--- config.mk ---
export PLATFORM = sky130hd
export DESIGN_NAME = xaui_phy
export DESIGN_NICKNAME = d
export VERILOG_FILES = /design/src/hdl/xaui_pkg.sv /design/src/hdl/xaui_lane_sync.sv /design/src/hdl/xaui_link_monitor.sv /design/src/hdl/xaui_phy.sv /design/src/hdl/xaui_rx_decode.sv /design/src/hdl/xaui_tx_encode.sv
export SDC_FILE = /design/constraint.sdc
export NUM_CORES = 1
export LEC_CHECK = 0
export BUFFER_PORTS_ARGS = -buffer_cell sky130_fd_sc_hd__buf_2
export CAP_MARGIN = 20
export CORE_MARGIN = 2
export CORE_UTILIZATION = 40
export DETAILED_ROUTE_END_ITERATION = 10
export PLACE_DENSITY = 0.75
export SLEW_MARGIN = 10
export SYNTH_ARGS = -nofsm -noshare
export SYNTH_HDL_FRONTEND = slang
export SYNTH_SLANG_ARGS = --single-unit
--- constraint.sdc ---
create_clock -name mgt_clk -period 1.8 [get_ports mgt_clk]
set_input_delay 0.54 -clock mgt_clk [delete_from_list [all_inputs] [get_ports mgt_clk]]
set_output_delay 0.54 -clock mgt_clk [all_outputs]
set_load 0.05 [all_outputs]
--- src/hdl/xaui_pkg.sv ---
package xaui_pkg;

  // ======================================================================
  // Lane and character constants
  // ======================================================================
  localparam int NUM_LANES = 4;                   // 16 bits per lane
  localparam logic [7:0] XGMII_IDLE  = 8'h07;
  localparam logic [7:0] XGMII_ERROR = 8'hFE;
  localparam logic [7:0] K28_5       = 8'hBC;     // Comma

  localparam int COMMA_COUNT_DEFAULT  = 4;
  localparam int HOLDOFF_BITS_DEFAULT = 24;

  // ======================================================================
  // Word and status types
  // ======================================================================
  typedef struct packed {
    logic [7:0][7:0] data;
    logic [7:0]      ctrl;
  } xgmii_word_t;

  typedef struct packed {
    logic [7:0][7:0] data;
    logic [7:0]      charisk;
  } mgt_word_t;

  typedef struct packed {
    logic [7:0] code_valid;
    logic [7:0] code_comma;
    logic [3:0] rxbufferr;
    logic [3:0] rxlock;
    logic [3:0] syncok;
  } mgt_rx_flags_t;

  typedef struct packed {
    logic       reserved;                         // Bit 7
    logic       align;                            // Bit 6
    logic [3:0] lane_sync;                        // Bits 5..2
    logic       rx_fault;
    logic       tx_fault;                         // Bit 0
  } link_status_t;

  typedef enum logic [1:0] {SYNC_LOSS, SYNC_ACQ, SYNC_OK} sync_state_e;
  typedef enum logic {SUP_LOOK, SUP_WAIT} sup_state_e;

endpackage

--- src/hdl/xaui_lane_sync.sv ---
`timescale 1ns/10ps

module xaui_lane_sync #(
  parameter int COMMA_COUNT = xaui_pkg::COMMA_COUNT_DEFAULT
) (
  input  logic                             mgt_clk,
  input  logic                             mgt_rx_reset_stretch,
  input  xaui_pkg::mgt_rx_flags_t          mgt_rx_flags,
  output logic [xaui_pkg::NUM_LANES-1:0]   lane_synced,
  output logic [xaui_pkg::NUM_LANES-1:0]   enable_align
);
  import xaui_pkg::*;

  localparam int CNT_W = $clog2(COMMA_COUNT + 1);

  // ======================================================================
  // One code-group sync machine per lane
  // ======================================================================
  for (genvar lane = 0; lane < NUM_LANES; lane++) begin : g_lane
    sync_state_e      state;
    logic [CNT_W-1:0] comma_cnt;
    logic [1:0]       bad_cnt;                       // Consecutive invalid cycles
    logic             comma_seen;
    logic             code_bad;

    assign comma_seen = |mgt_rx_flags.code_comma[2*lane +: 2];
    assign code_bad   = ~&mgt_rx_flags.code_valid[2*lane +: 2];

    always_ff @(posedge mgt_clk) begin
      if (mgt_rx_reset_stretch) begin
        state     <= SYNC_LOSS;
        comma_cnt <= '0;
        bad_cnt   <= '0;
      end else begin
        case (state)
          SYNC_LOSS: begin
            bad_cnt <= '0;
            if (comma_seen) begin
              comma_cnt <= CNT_W'(1);
              state     <= (COMMA_COUNT <= 1) ? SYNC_OK : SYNC_ACQ;
            end
          end
          SYNC_ACQ: begin
            if (!comma_seen) begin
              state <= SYNC_LOSS;                    // Run broken
            end else if (comma_cnt == CNT_W'(COMMA_COUNT - 1)) begin
              state <= SYNC_OK;
            end else begin
              comma_cnt <= comma_cnt + 1'b1;
            end
          end
          SYNC_OK: begin
            if (!mgt_rx_flags.rxlock[lane]) begin
              state <= SYNC_LOSS;                    // CDR lost lock
            end else if (code_bad) begin
              bad_cnt <= bad_cnt + 1'b1;
              if (bad_cnt == 2'd2) begin
                state <= SYNC_LOSS;
              end
            end else begin
              bad_cnt <= '0;
            end
          end
          default: state <= SYNC_LOSS;
        endcase
      end
    end

    assign lane_synced[lane]  = (state == SYNC_OK);
    assign enable_align[lane] = (state != SYNC_OK); // Comma align while hunting
  end

  a_align_vs_sync: assert property (
    @(posedge mgt_clk) disable iff (mgt_rx_reset_stretch)
      (enable_align & lane_synced) == '0
  ) else $error("lane aligning while synced");

endmodule

--- src/hdl/xaui_link_monitor.sv ---
`timescale 1ns/10ps

module xaui_link_monitor #(
  parameter int HOLDOFF_BITS = xaui_pkg::HOLDOFF_BITS_DEFAULT
) (
  input  logic                             mgt_clk,
  input  logic                             mgt_rx_reset_stretch,
  input  xaui_pkg::xgmii_word_t            rx_decoded,
  input  logic [xaui_pkg::NUM_LANES-1:0]   lane_synced,
  input  logic [xaui_pkg::NUM_LANES-1:0]   syncok,
  input  logic [xaui_pkg::NUM_LANES-1:0]   rxbufferr,
  input  logic                             xaui_reset,
  output xaui_pkg::xgmii_word_t            xgmii_rx,
  output xaui_pkg::link_status_t           status,
  output logic                             en_chan_sync,
  output logic [xaui_pkg::NUM_LANES-1:0]   rx_reset
);
  import xaui_pkg::*;

  localparam logic [3:0] STRETCH_LOAD = 4'hf;     // 15-cycle reset pulse

  logic                    align;
  logic [NUM_LANES-1:0]    lane_sync_q;
  sup_state_e              sup_state;
  logic [HOLDOFF_BITS-1:0] holdoff_cnt;
  logic [3:0]              stretch_cnt;
  logic                    stretch_load;

  // ======================================================================
  // Alignment and status
  // ======================================================================
  always_ff @(posedge mgt_clk) begin
    if (mgt_rx_reset_stretch) begin
      align       <= 1'b0;
      lane_sync_q <= '0;
    end else begin
      align       <= (&lane_synced) & (&syncok);  // Bonding done too
      lane_sync_q <= lane_synced;
    end
  end

  assign en_chan_sync = &lane_synced;

  always_comb begin
    status.reserved  = 1'b0;
    status.align     = align;
    status.lane_sync = lane_sync_q;
    status.rx_fault  = ~align;
    status.tx_fault  = 1'b0;
  end

  // Idle to the client until the link is aligned
  always_ff @(posedge mgt_clk) begin
    if (mgt_rx_reset_stretch || !align) begin
      xgmii_rx.data <= {(2 * NUM_LANES){XGMII_IDLE}};
      xgmii_rx.ctrl <= '1;
    end else begin
      xgmii_rx <= rx_decoded;
    end
  end

  // ======================================================================
  // Receive reset supervisor
  // ======================================================================
  always_ff @(posedge mgt_clk) begin
    if (mgt_rx_reset_stretch || xaui_reset) begin
      sup_state   <= SUP_LOOK;
      holdoff_cnt <= '0;
    end else begin
      case (sup_state)
        SUP_LOOK: begin
          if (!align) begin
            holdoff_cnt <= '1;
            sup_state   <= SUP_WAIT;
          end
        end
        SUP_WAIT: begin
          holdoff_cnt <= holdoff_cnt - 1'b1;
          if (holdoff_cnt == HOLDOFF_BITS'(1)) begin
            sup_state <= SUP_LOOK;                // Look at align again
          end
        end
        default: sup_state <= SUP_LOOK;
      endcase
    end
  end

  assign stretch_load = ((sup_state == SUP_LOOK) && !align) || (|rxbufferr);

  always_ff @(posedge mgt_clk) begin
    if (mgt_rx_reset_stretch || xaui_reset) begin
      stretch_cnt <= '0;
    end else if (stretch_load) begin
      stretch_cnt <= STRETCH_LOAD;
    end else if (|stretch_cnt) begin
      stretch_cnt <= stretch_cnt - 1'b1;
    end
  end

  assign rx_reset = {NUM_LANES{|stretch_cnt}};

  a_stretch_source: assert property (
    @(posedge mgt_clk) disable iff (mgt_rx_reset_stretch || xaui_reset)
      (stretch_cnt == STRETCH_LOAD) |-> $past((sup_state == SUP_LOOK) || (|rxbufferr))
  ) else $error("rx reset stretch loaded outside LOOK");

endmodule

--- src/hdl/xaui_phy.sv ---
`timescale 1ns/10ps

module xaui_phy #(
  parameter int COMMA_COUNT  = xaui_pkg::COMMA_COUNT_DEFAULT,
  parameter int HOLDOFF_BITS = xaui_pkg::HOLDOFF_BITS_DEFAULT
) (
  input  logic        mgt_clk,
  input  logic        mgt_rx_reset_stretch,
  // XGMII client side
  input  logic [63:0] xgmii_txd,
  input  logic [7:0]  xgmii_txc,
  output logic [63:0] xgmii_rxd,
  output logic [7:0]  xgmii_rxc,
  input  logic        xaui_reset,
  output logic [7:0]  xaui_status,
  // MGT side
  output logic [63:0] mgt_txdata,
  output logic [7:0]  mgt_txcharisk,
  input  logic [63:0] mgt_rxdata,
  input  logic [7:0]  mgt_rxcharisk,
  input  logic [7:0]  mgt_code_valid,
  input  logic [7:0]  mgt_code_comma,
  input  logic [3:0]  mgt_rxbufferr,
  input  logic [3:0]  mgt_rxlock,
  input  logic [3:0]  mgt_syncok,
  output logic [3:0]  mgt_enable_align,
  output logic        mgt_en_chan_sync,
  output logic [3:0]  mgt_rx_reset
);
  import xaui_pkg::*;

  xgmii_word_t          xgmii_tx;
  xgmii_word_t          rx_decoded;
  xgmii_word_t          xgmii_rx;
  mgt_word_t            mgt_tx;
  mgt_word_t            mgt_rx;
  mgt_rx_flags_t        mgt_rx_flags;
  logic [NUM_LANES-1:0] lane_synced;
  link_status_t         status;

  // ======================================================================
  // Port packing
  // ======================================================================
  assign xgmii_tx.data           = xgmii_txd;
  assign xgmii_tx.ctrl           = xgmii_txc;
  assign mgt_rx.data             = mgt_rxdata;
  assign mgt_rx.charisk          = mgt_rxcharisk;
  assign mgt_rx_flags.code_valid = mgt_code_valid;
  assign mgt_rx_flags.code_comma = mgt_code_comma;
  assign mgt_rx_flags.rxbufferr  = mgt_rxbufferr;
  assign mgt_rx_flags.rxlock     = mgt_rxlock;
  assign mgt_rx_flags.syncok     = mgt_syncok;

  assign mgt_txdata    = mgt_tx.data;
  assign mgt_txcharisk = mgt_tx.charisk;
  assign xgmii_rxd     = xgmii_rx.data;
  assign xgmii_rxc     = xgmii_rx.ctrl;
  assign xaui_status   = status;

  // ======================================================================
  // Blocks
  // ======================================================================
  xaui_tx_encode u_tx_encode (
    .mgt_clk              (mgt_clk),
    .mgt_rx_reset_stretch (mgt_rx_reset_stretch),
    .xgmii_tx             (xgmii_tx),
    .mgt_tx               (mgt_tx)
  );

  xaui_rx_decode u_rx_decode (
    .mgt_clk              (mgt_clk),
    .mgt_rx_reset_stretch (mgt_rx_reset_stretch),
    .mgt_rx               (mgt_rx),
    .code_valid           (mgt_rx_flags.code_valid),
    .rx_decoded           (rx_decoded)
  );

  xaui_lane_sync #(
    .COMMA_COUNT (COMMA_COUNT)
  ) u_lane_sync (
    .mgt_clk              (mgt_clk),
    .mgt_rx_reset_stretch (mgt_rx_reset_stretch),
    .mgt_rx_flags         (mgt_rx_flags),
    .lane_synced          (lane_synced),
    .enable_align         (mgt_enable_align)
  );

  xaui_link_monitor #(
    .HOLDOFF_BITS (HOLDOFF_BITS)
  ) u_link_monitor (
    .mgt_clk              (mgt_clk),
    .mgt_rx_reset_stretch (mgt_rx_reset_stretch),
    .rx_decoded           (rx_decoded),
    .lane_synced          (lane_synced),
    .syncok               (mgt_rx_flags.syncok),
    .rxbufferr            (mgt_rx_flags.rxbufferr),
    .xaui_reset           (xaui_reset),
    .xgmii_rx             (xgmii_rx),
    .status               (status),
    .en_chan_sync         (mgt_en_chan_sync),
    .rx_reset             (mgt_rx_reset)
  );

endmodule

--- src/hdl/xaui_rx_decode.sv ---
`timescale 1ns/10ps

module xaui_rx_decode (
  input  logic                                 mgt_clk,
  input  logic                                 mgt_rx_reset_stretch,
  input  xaui_pkg::mgt_word_t                  mgt_rx,
  input  logic [2*xaui_pkg::NUM_LANES-1:0]     code_valid,
  output xaui_pkg::xgmii_word_t                rx_decoded
);
  import xaui_pkg::*;

  xgmii_word_t rx_next;

  // ======================================================================
  // Per-byte character mapping
  // ======================================================================
  always_comb begin
    for (int i = 0; i < 2 * NUM_LANES; i++) begin
      if (!code_valid[i]) begin
        rx_next.data[i] = XGMII_ERROR;              // Bad 8b/10b code
        rx_next.ctrl[i] = 1'b1;
      end else if (mgt_rx.charisk[i]) begin
        if (mgt_rx.data[i] == K28_5) begin
          rx_next.data[i] = XGMII_IDLE;
        end else begin
          rx_next.data[i] = mgt_rx.data[i];         // /S/, /T/ and friends
        end
        rx_next.ctrl[i] = 1'b1;
      end else begin
        rx_next.data[i] = mgt_rx.data[i];
        rx_next.ctrl[i] = 1'b0;
      end
    end
  end

  always_ff @(posedge mgt_clk) begin
    if (mgt_rx_reset_stretch) begin
      rx_decoded.data <= {(2 * NUM_LANES){XGMII_IDLE}};
      rx_decoded.ctrl <= '1;
    end else begin
      rx_decoded <= rx_next;
    end
  end

endmodule

--- src/hdl/xaui_tx_encode.sv ---
`timescale 1ns/10ps

module xaui_tx_encode (
  input  logic                  mgt_clk,
  input  logic                  mgt_rx_reset_stretch,
  input  xaui_pkg::xgmii_word_t xgmii_tx,
  output xaui_pkg::mgt_word_t   mgt_tx
);
  import xaui_pkg::*;

  mgt_word_t mgt_tx_next;

  // Idle becomes comma, other control characters go out as K codes
  always_comb begin
    for (int i = 0; i < 2 * NUM_LANES; i++) begin
      if (xgmii_tx.ctrl[i] && (xgmii_tx.data[i] == XGMII_IDLE)) begin
        mgt_tx_next.data[i] = K28_5;
      end else begin
        mgt_tx_next.data[i] = xgmii_tx.data[i];
      end
      mgt_tx_next.charisk[i] = xgmii_tx.ctrl[i];
    end
  end

  always_ff @(posedge mgt_clk) begin
    if (mgt_rx_reset_stretch) begin
      mgt_tx.data    <= {(2 * NUM_LANES){K28_5}};  // Commas on every lane
      mgt_tx.charisk <= '1;
    end else begin
      mgt_tx <= mgt_tx_next;
    end
  end

  // ======================================================================
  // Checks
  // ======================================================================
  property p_charisk_needs_ctrl;
    @(posedge mgt_clk) disable iff (mgt_rx_reset_stretch)
      !$past(mgt_rx_reset_stretch) |->
        ((mgt_tx.charisk & ~$past(xgmii_tx.ctrl)) == '0);
  endproperty

  a_charisk_needs_ctrl: assert property (p_charisk_needs_ctrl)
    else $error("charisk set on a data byte");

endmodule

== Word level (Yosys, flattened, before mapping) ==
Cells that the tools add are included.

* Input bits: 175
* Bits in registers: 278

* Bitwise logic cells: 11
* Reductions and logical operators: 66
* Eq/ne operators: 66
* $add $sub $neg: 10
* Muxes and demuxes: 95

{| class="wikitable"
|+ Operators with widths
! kind !! number
|-
| $mux W8 || 24
|-
| $eq A8 B3 Y1 const B || 8
|-
| $eq A8 B8 Y1 const B || 8
|-
| $mux W2 || 32
|-
| $pmux W24 S2 || 1
|-
| $reduce_and A4 Y1 || 10
|-
| $reduce_or A2 Y1 || 20
|-
| $mux W3 || 12
|-
| $ne A3 B3 Y1 const B || 12
|-
| $ne A2 B2 Y1 const B || 13
|-
| $eq A24 B1 Y1 const B || 1
|-
| $mux W24 || 1
|-
| $pmux W2 S3 || 4
|-
| $pmux W3 S2 || 4
|-
| $sub A24 B1 Y24 const B || 1
|-
| $reduce_bool A2 Y1 || 9
|-
| $eq A2 B2 Y1 const B || 8
|-
| $ne A2 B1 Y1 const B || 8
|-
| $pmux W2 S2 || 4
|-
| $reduce_and A2 Y1 || 8
|-
| $add A3 B1 Y3 const B || 4
|-
| $eq A3 B2 Y1 const B || 4
|-
| $mux W1 || 10
|-
| $not A1 Y1 || 10
|-
| other kinds (11) || 32
|}

== Depth between registers and ports, before layout ==
* Depth in word-level cells: 5
* Depth in mapped cells: 7

== Cells and area by module ==
From an unflattened synthesis, not the netlist that was laid out.

* Cells, all modules: 990
* Area, all modules: 10,042.1 um^2

{| class="wikitable"
|+ By module, submodules not included
! module !! instances !! area an instance (um^2) !! cells an instance
|-
| xaui_link_monitor || 1 || 3,616.0 || 349
|-
| xaui_rx_decode || 1 || 2,521.2 || 242
|-
| xaui_tx_encode || 1 || 2,452.4 || 232
|-
| xaui_lane_sync || 1 || 1,452.6 || 167
|}

== Worst setup path before layout ==
Ideal clock, no wire load.

* Path type: flip-flop to output port
* Start point: reg u_lane_sync.g_lane[3].state[0]
* End point: out mgt_en_chan_sync
* Required time: 1.260 ns
* Stages on the path, launching flop included: 4
* Arrival: 2.482 ns
* Buffers on the path: 1
* Path slack: -1.222 ns
* Path through: dfxtp_1 -> clkbuf_1 -> nand2b_1 -> nor4_1

* Cells in the longest elaborated chain, start to end: 2

{| class="wikitable"
|+ RTL lines
! item !! line !! RTL
|-
| from (decl) || xaui_lane_sync.sv:20 || <nowiki>sync_state_e state;</nowiki>
|-
| from (signal assigned) || xaui_lane_sync.sv:40 || <nowiki>state <= (COMMA_COUNT <= 1) ? SYNC_OK : SYNC_ACQ;</nowiki>
|-
| $eq A2 B2 Y1 || xaui_lane_sync.sv:69 || <nowiki>assign lane_synced[lane] = (state == SYNC_OK);</nowiki>
|-
| $reduce_and A4 Y1 || xaui_link_monitor.sv:42 || <nowiki>assign en_chan_sync = &lane_synced;</nowiki>
|-
| to (decl) || xaui_phy.sv:27 || <nowiki>output logic mgt_en_chan_sync,</nowiki>
|}

No other way between the ends.

== Worst setup path in the final report ==
* Start point: reg u_link_monitor.stretch_cnt[1]
* End point: out mgt_rx_reset[2]

* Cells in the longest elaborated chain, start to end: 1

{| class="wikitable"
|+ RTL lines
! item !! line !! RTL
|-
| from (decl) || xaui_link_monitor.sv:26 || <nowiki>logic [3:0] stretch_cnt;</nowiki>
|-
| from (signal assigned) || xaui_link_monitor.sv:96 || <nowiki>stretch_cnt <= stretch_cnt - 1'b1;</nowiki>
|-
| $reduce_or A4 Y1 || xaui_link_monitor.sv:100 || <nowiki>assign rx_reset = {NUM_LANES{|stretch_cnt}};</nowiki>
|-
| to (decl) || xaui_phy.sv:28 || <nowiki>output logic [3:0] mgt_rx_reset</nowiki>
|}

No other way between the ends.

==> results_dict.tcl <==
set metrics [dict create \
    wl_per_cell_um 15.57 \
    gr-total-overflow 0 \
    core-area_um2 23610 \
    fin_crit_sh_pct 124.6 \
    reg2reg_depth 4 \
    fin_skew_ps 20.68 \
    clockBufferDepth 3 \
    viasPerCell 4.872 \
    worst_slack_ps -442.5 \
    start_kind "flop" \
    ant_nets 0 \
    start_util_pct 40.99 \
    num_rows 56 \
    worstPathArrival_ps 1700 \
    gp_congestion 0.8583 \
    internal_power_mw 10.51 \
    finalMaxSlewViolations 0 \
    grt_pass1_vias 7951 \
    min_period_ps 2242 \
    hold_class "in -> reg" \
    insertion_delay_ps 540 \
    switching_power_mw 3.389 \
    dieArea_um2 25450 \
    ios 336 \
    syn_to_final_growth_pct 34.53 \
    crit_type "reg -> out" \
    via_count 8058 \
    cts-root-buf "clkbuf_16" \
    antenna_found_initial 4 \
    fmax_mhz 445.9 \
    ir_drop_v 0.0006994 \
    cts_buffers 29 \
    synth_area_um2 9678 \
    p_leak_nw 5.868 \
    wl_mm 25.76 \
    yosysSeqAreaShare_pct 57.50 \
    grt_pass1_wl_mm 40.10 \
    relSlewSlack_pct 65.64 \
    dr.pass1.iters 5 \
    syn_avg_cell_area_um2 10.11 \
    switching_share_pct 24.38 \
    power.density_nw_per_um2 1068 \
    hold_viol_final 0 \
    tightest_slew_ps 508.7 \
    drtIter0Drc 427 \
    hold-path-endpoint "u_rx_decode.rx_decoded[58]" \
    maxCapViolations 0 \
    cts-htree-levels 1 \
    final_nets 1503 \
    holdCritStartpoint "mgt_rxdata[50]" \
    cts_tree "done" \
    hold_depth 2 \
    r2r_end "u_link_monitor.holdoff_cnt[14]" \
    ys_top_cells_by_count "278 x dfxtp_1, 81 x nand2_1, 56 x and2_1" \
    cp.required_ps 1260 \
    cts.clk_slew.worst_paths_ps 60 \
    async_flop_share_pct 0 \
    grt_usage_pct 19.27 \
    drc 0 \
    fin_util_pct 55.14 \
    grt_max_degree 52 \
    end_kind "primary output" \
    crit_fanout 6 \
    yosys.area.top_type_share_pct 57.50 \
    whs_ps 195.6 \
    dp_hpwl_mm 18.69 \
    die_h_um 159.5 \
    synth_most_common_cell "dfxtp_1" \
    drive_gt1_share_pct 37.01 \
    clkPwrFrac_pct 43.0 \
    rsz0062_at_grt "yes" \
    pwr-share-seq_pct 46.7 \
    reg2reg_from "u_link_monitor.holdoff_cnt[7]" \
    clock-sinks 278 \
    die-width_um 159.5 \
    r2r_slack_ps 160 \
    portBuffers 333 \
    power_frac_comb_pct 10.3 \
    synth_top_area_cell "dfxtp_1" \
    synth_ff_type "dfxtp_1" \
    synth-edff-count 0 \
    synthCells 957 \
    ys_seq_elements 278 \
    status "finished with violations" \
    ys_warn_count 0 \
    ys_types 60 \
    synth_area_leaders "dfxtp_1 58%, and2_1 3.6%, nand2_1 3.1%" \
    final-setup-viol-count 6 \
    violations "negative setup slack" \
]
[logic make-up after synthesis]
group / after synthesis / synth area share [%]
buffers and inverters: 96 / 4.615
adders and majority gates: 16 / 2.068
DFF: 278 / 57.50
xor gates and xnor gates: 7 / 0.6335
other: 1 / 0.03875
AOI/OAI and AO/OA: 149 / 10.03
muxes: 2 / 0.2327
and+or+nand+nor: 408 / 24.87
[per-layer routing]
metal / up-vias / GRT usage, % / wire length (um)
met1: 3717 / 20.95 / 9696
li1: 3990 / - / -
met2: 296 / 35.28 / 13060
met5: - / 0 / 13
met3: 53 / 5.991 / 2160
met4: 2 / 6.694 / 827
[worst max path at each step]
| stage | slack, ps | from | end |
|---|---|---|---|
| final | -440 | u_link_monitor.stretch_cnt[1] | mgt_rx_reset[2] |
| after floorplan | -70 | u_lane_sync.g_lane[2].state[1] | mgt_en_chan_sync |
| after CTS | -480 | u_link_monitor.stretch_cnt[0] | mgt_rx_reset[3] |
| after global routing | -500 | u_link_monitor.stretch_cnt[0] | mgt_rx_reset[2] |
| after global placement | 50 | u_link_monitor.stretch_cnt[0] | mgt_rx_reset[3] |
| after detailed placement | 30 | u_link_monitor.stretch_cnt[0] | mgt_rx_reset[3] |
[through the flow]
stage	cells	power, mW	setup WS, ps	setup TNS [ps]	cell area, um2
floorplan	958	7.527	-73.30	-73.30	9774
global placement	1588	7.975	54.19	0	11820
detailed placement	1588	8.007	31.71	0	11820
CTS	1648	14.02	-475.6	-2400	12970
global route	1652	14.41	-497.5	-2607	13020
finish	1654	13.90	-442.5	-2158	13020
[registers in the layout, summed over array words and instances (netlist names)]
register and cells:
u_link_monitor.holdoff_cnt 24, u_rx_decode.rx_decoded 72, u_link_monitor.sup_state 1, u_lane_sync.g_lane.state 8, u_link_monitor.xgmii_rx 72, u_lane_sync.g_lane.bad_cnt 8
u_link_monitor.lane_sync_q 4, u_link_monitor.align 1, u_lane_sync.g_lane.comma_cnt 12, u_tx_encode.mgt_tx 72, u_link_monitor.stretch_cnt 4
[cell usage in the layout (no fill, tap or decap), types with 19 or more instances in the layout]
cell,count
a21oi_1,54
and2_1,56
buf_2,322
buf_4,39
clkbuf_16,29
dfxtp_1,269
inv_1,37
nand2_1,81
nand2b_1,39
nor2_1,47
nor3b_1,19
or3_1,35
[repair_timing]
| action | CTS | global route |
|---|---|---|
| hold endpoints to repair | 0 | 0 |
| gates cloned | 0 | 0 |
| setup endpoints to repair | 11 | 14 |
| hold buffers | 0 | 0 |
| pin swaps | 1 | 1 |
| resized for setup | 43 | 5 |
| buffers inserted | 9 | 3 |
[final cells by class]
type | count | area [um2]
diodes | 3 | 7.507
clock buffers | 38 | 809.5
clock inverters | 13 | 153.9
fillers | 2063 | 10590
inverters | 42 | 162.7
multi-input cells | 584 | 3747
flip-flops and latches | 278 | 5582
well taps | 319 | 399.1
repair buffers | 377 | 2158
[critical path, stage by stage, from the launching register on]
cell,delay (ps)
dfxtp_2,330
inv_2,70
ha_4,130
or3b_4,460
buf_8,180
[power by group through the flow]
stage	combinational [mW]	clock (mW)	sequential, mW
after CTS	1.42	6.11	6.49
after global routing	1.54	6.36	6.52
after floorplan	0.609	0	6.92
after global placement	1.35	0	6.62
after detailed placement	1.38	0	6.63
final	1.43	5.98	6.50
Note: power is estimated with default switching activity, not from simulation.
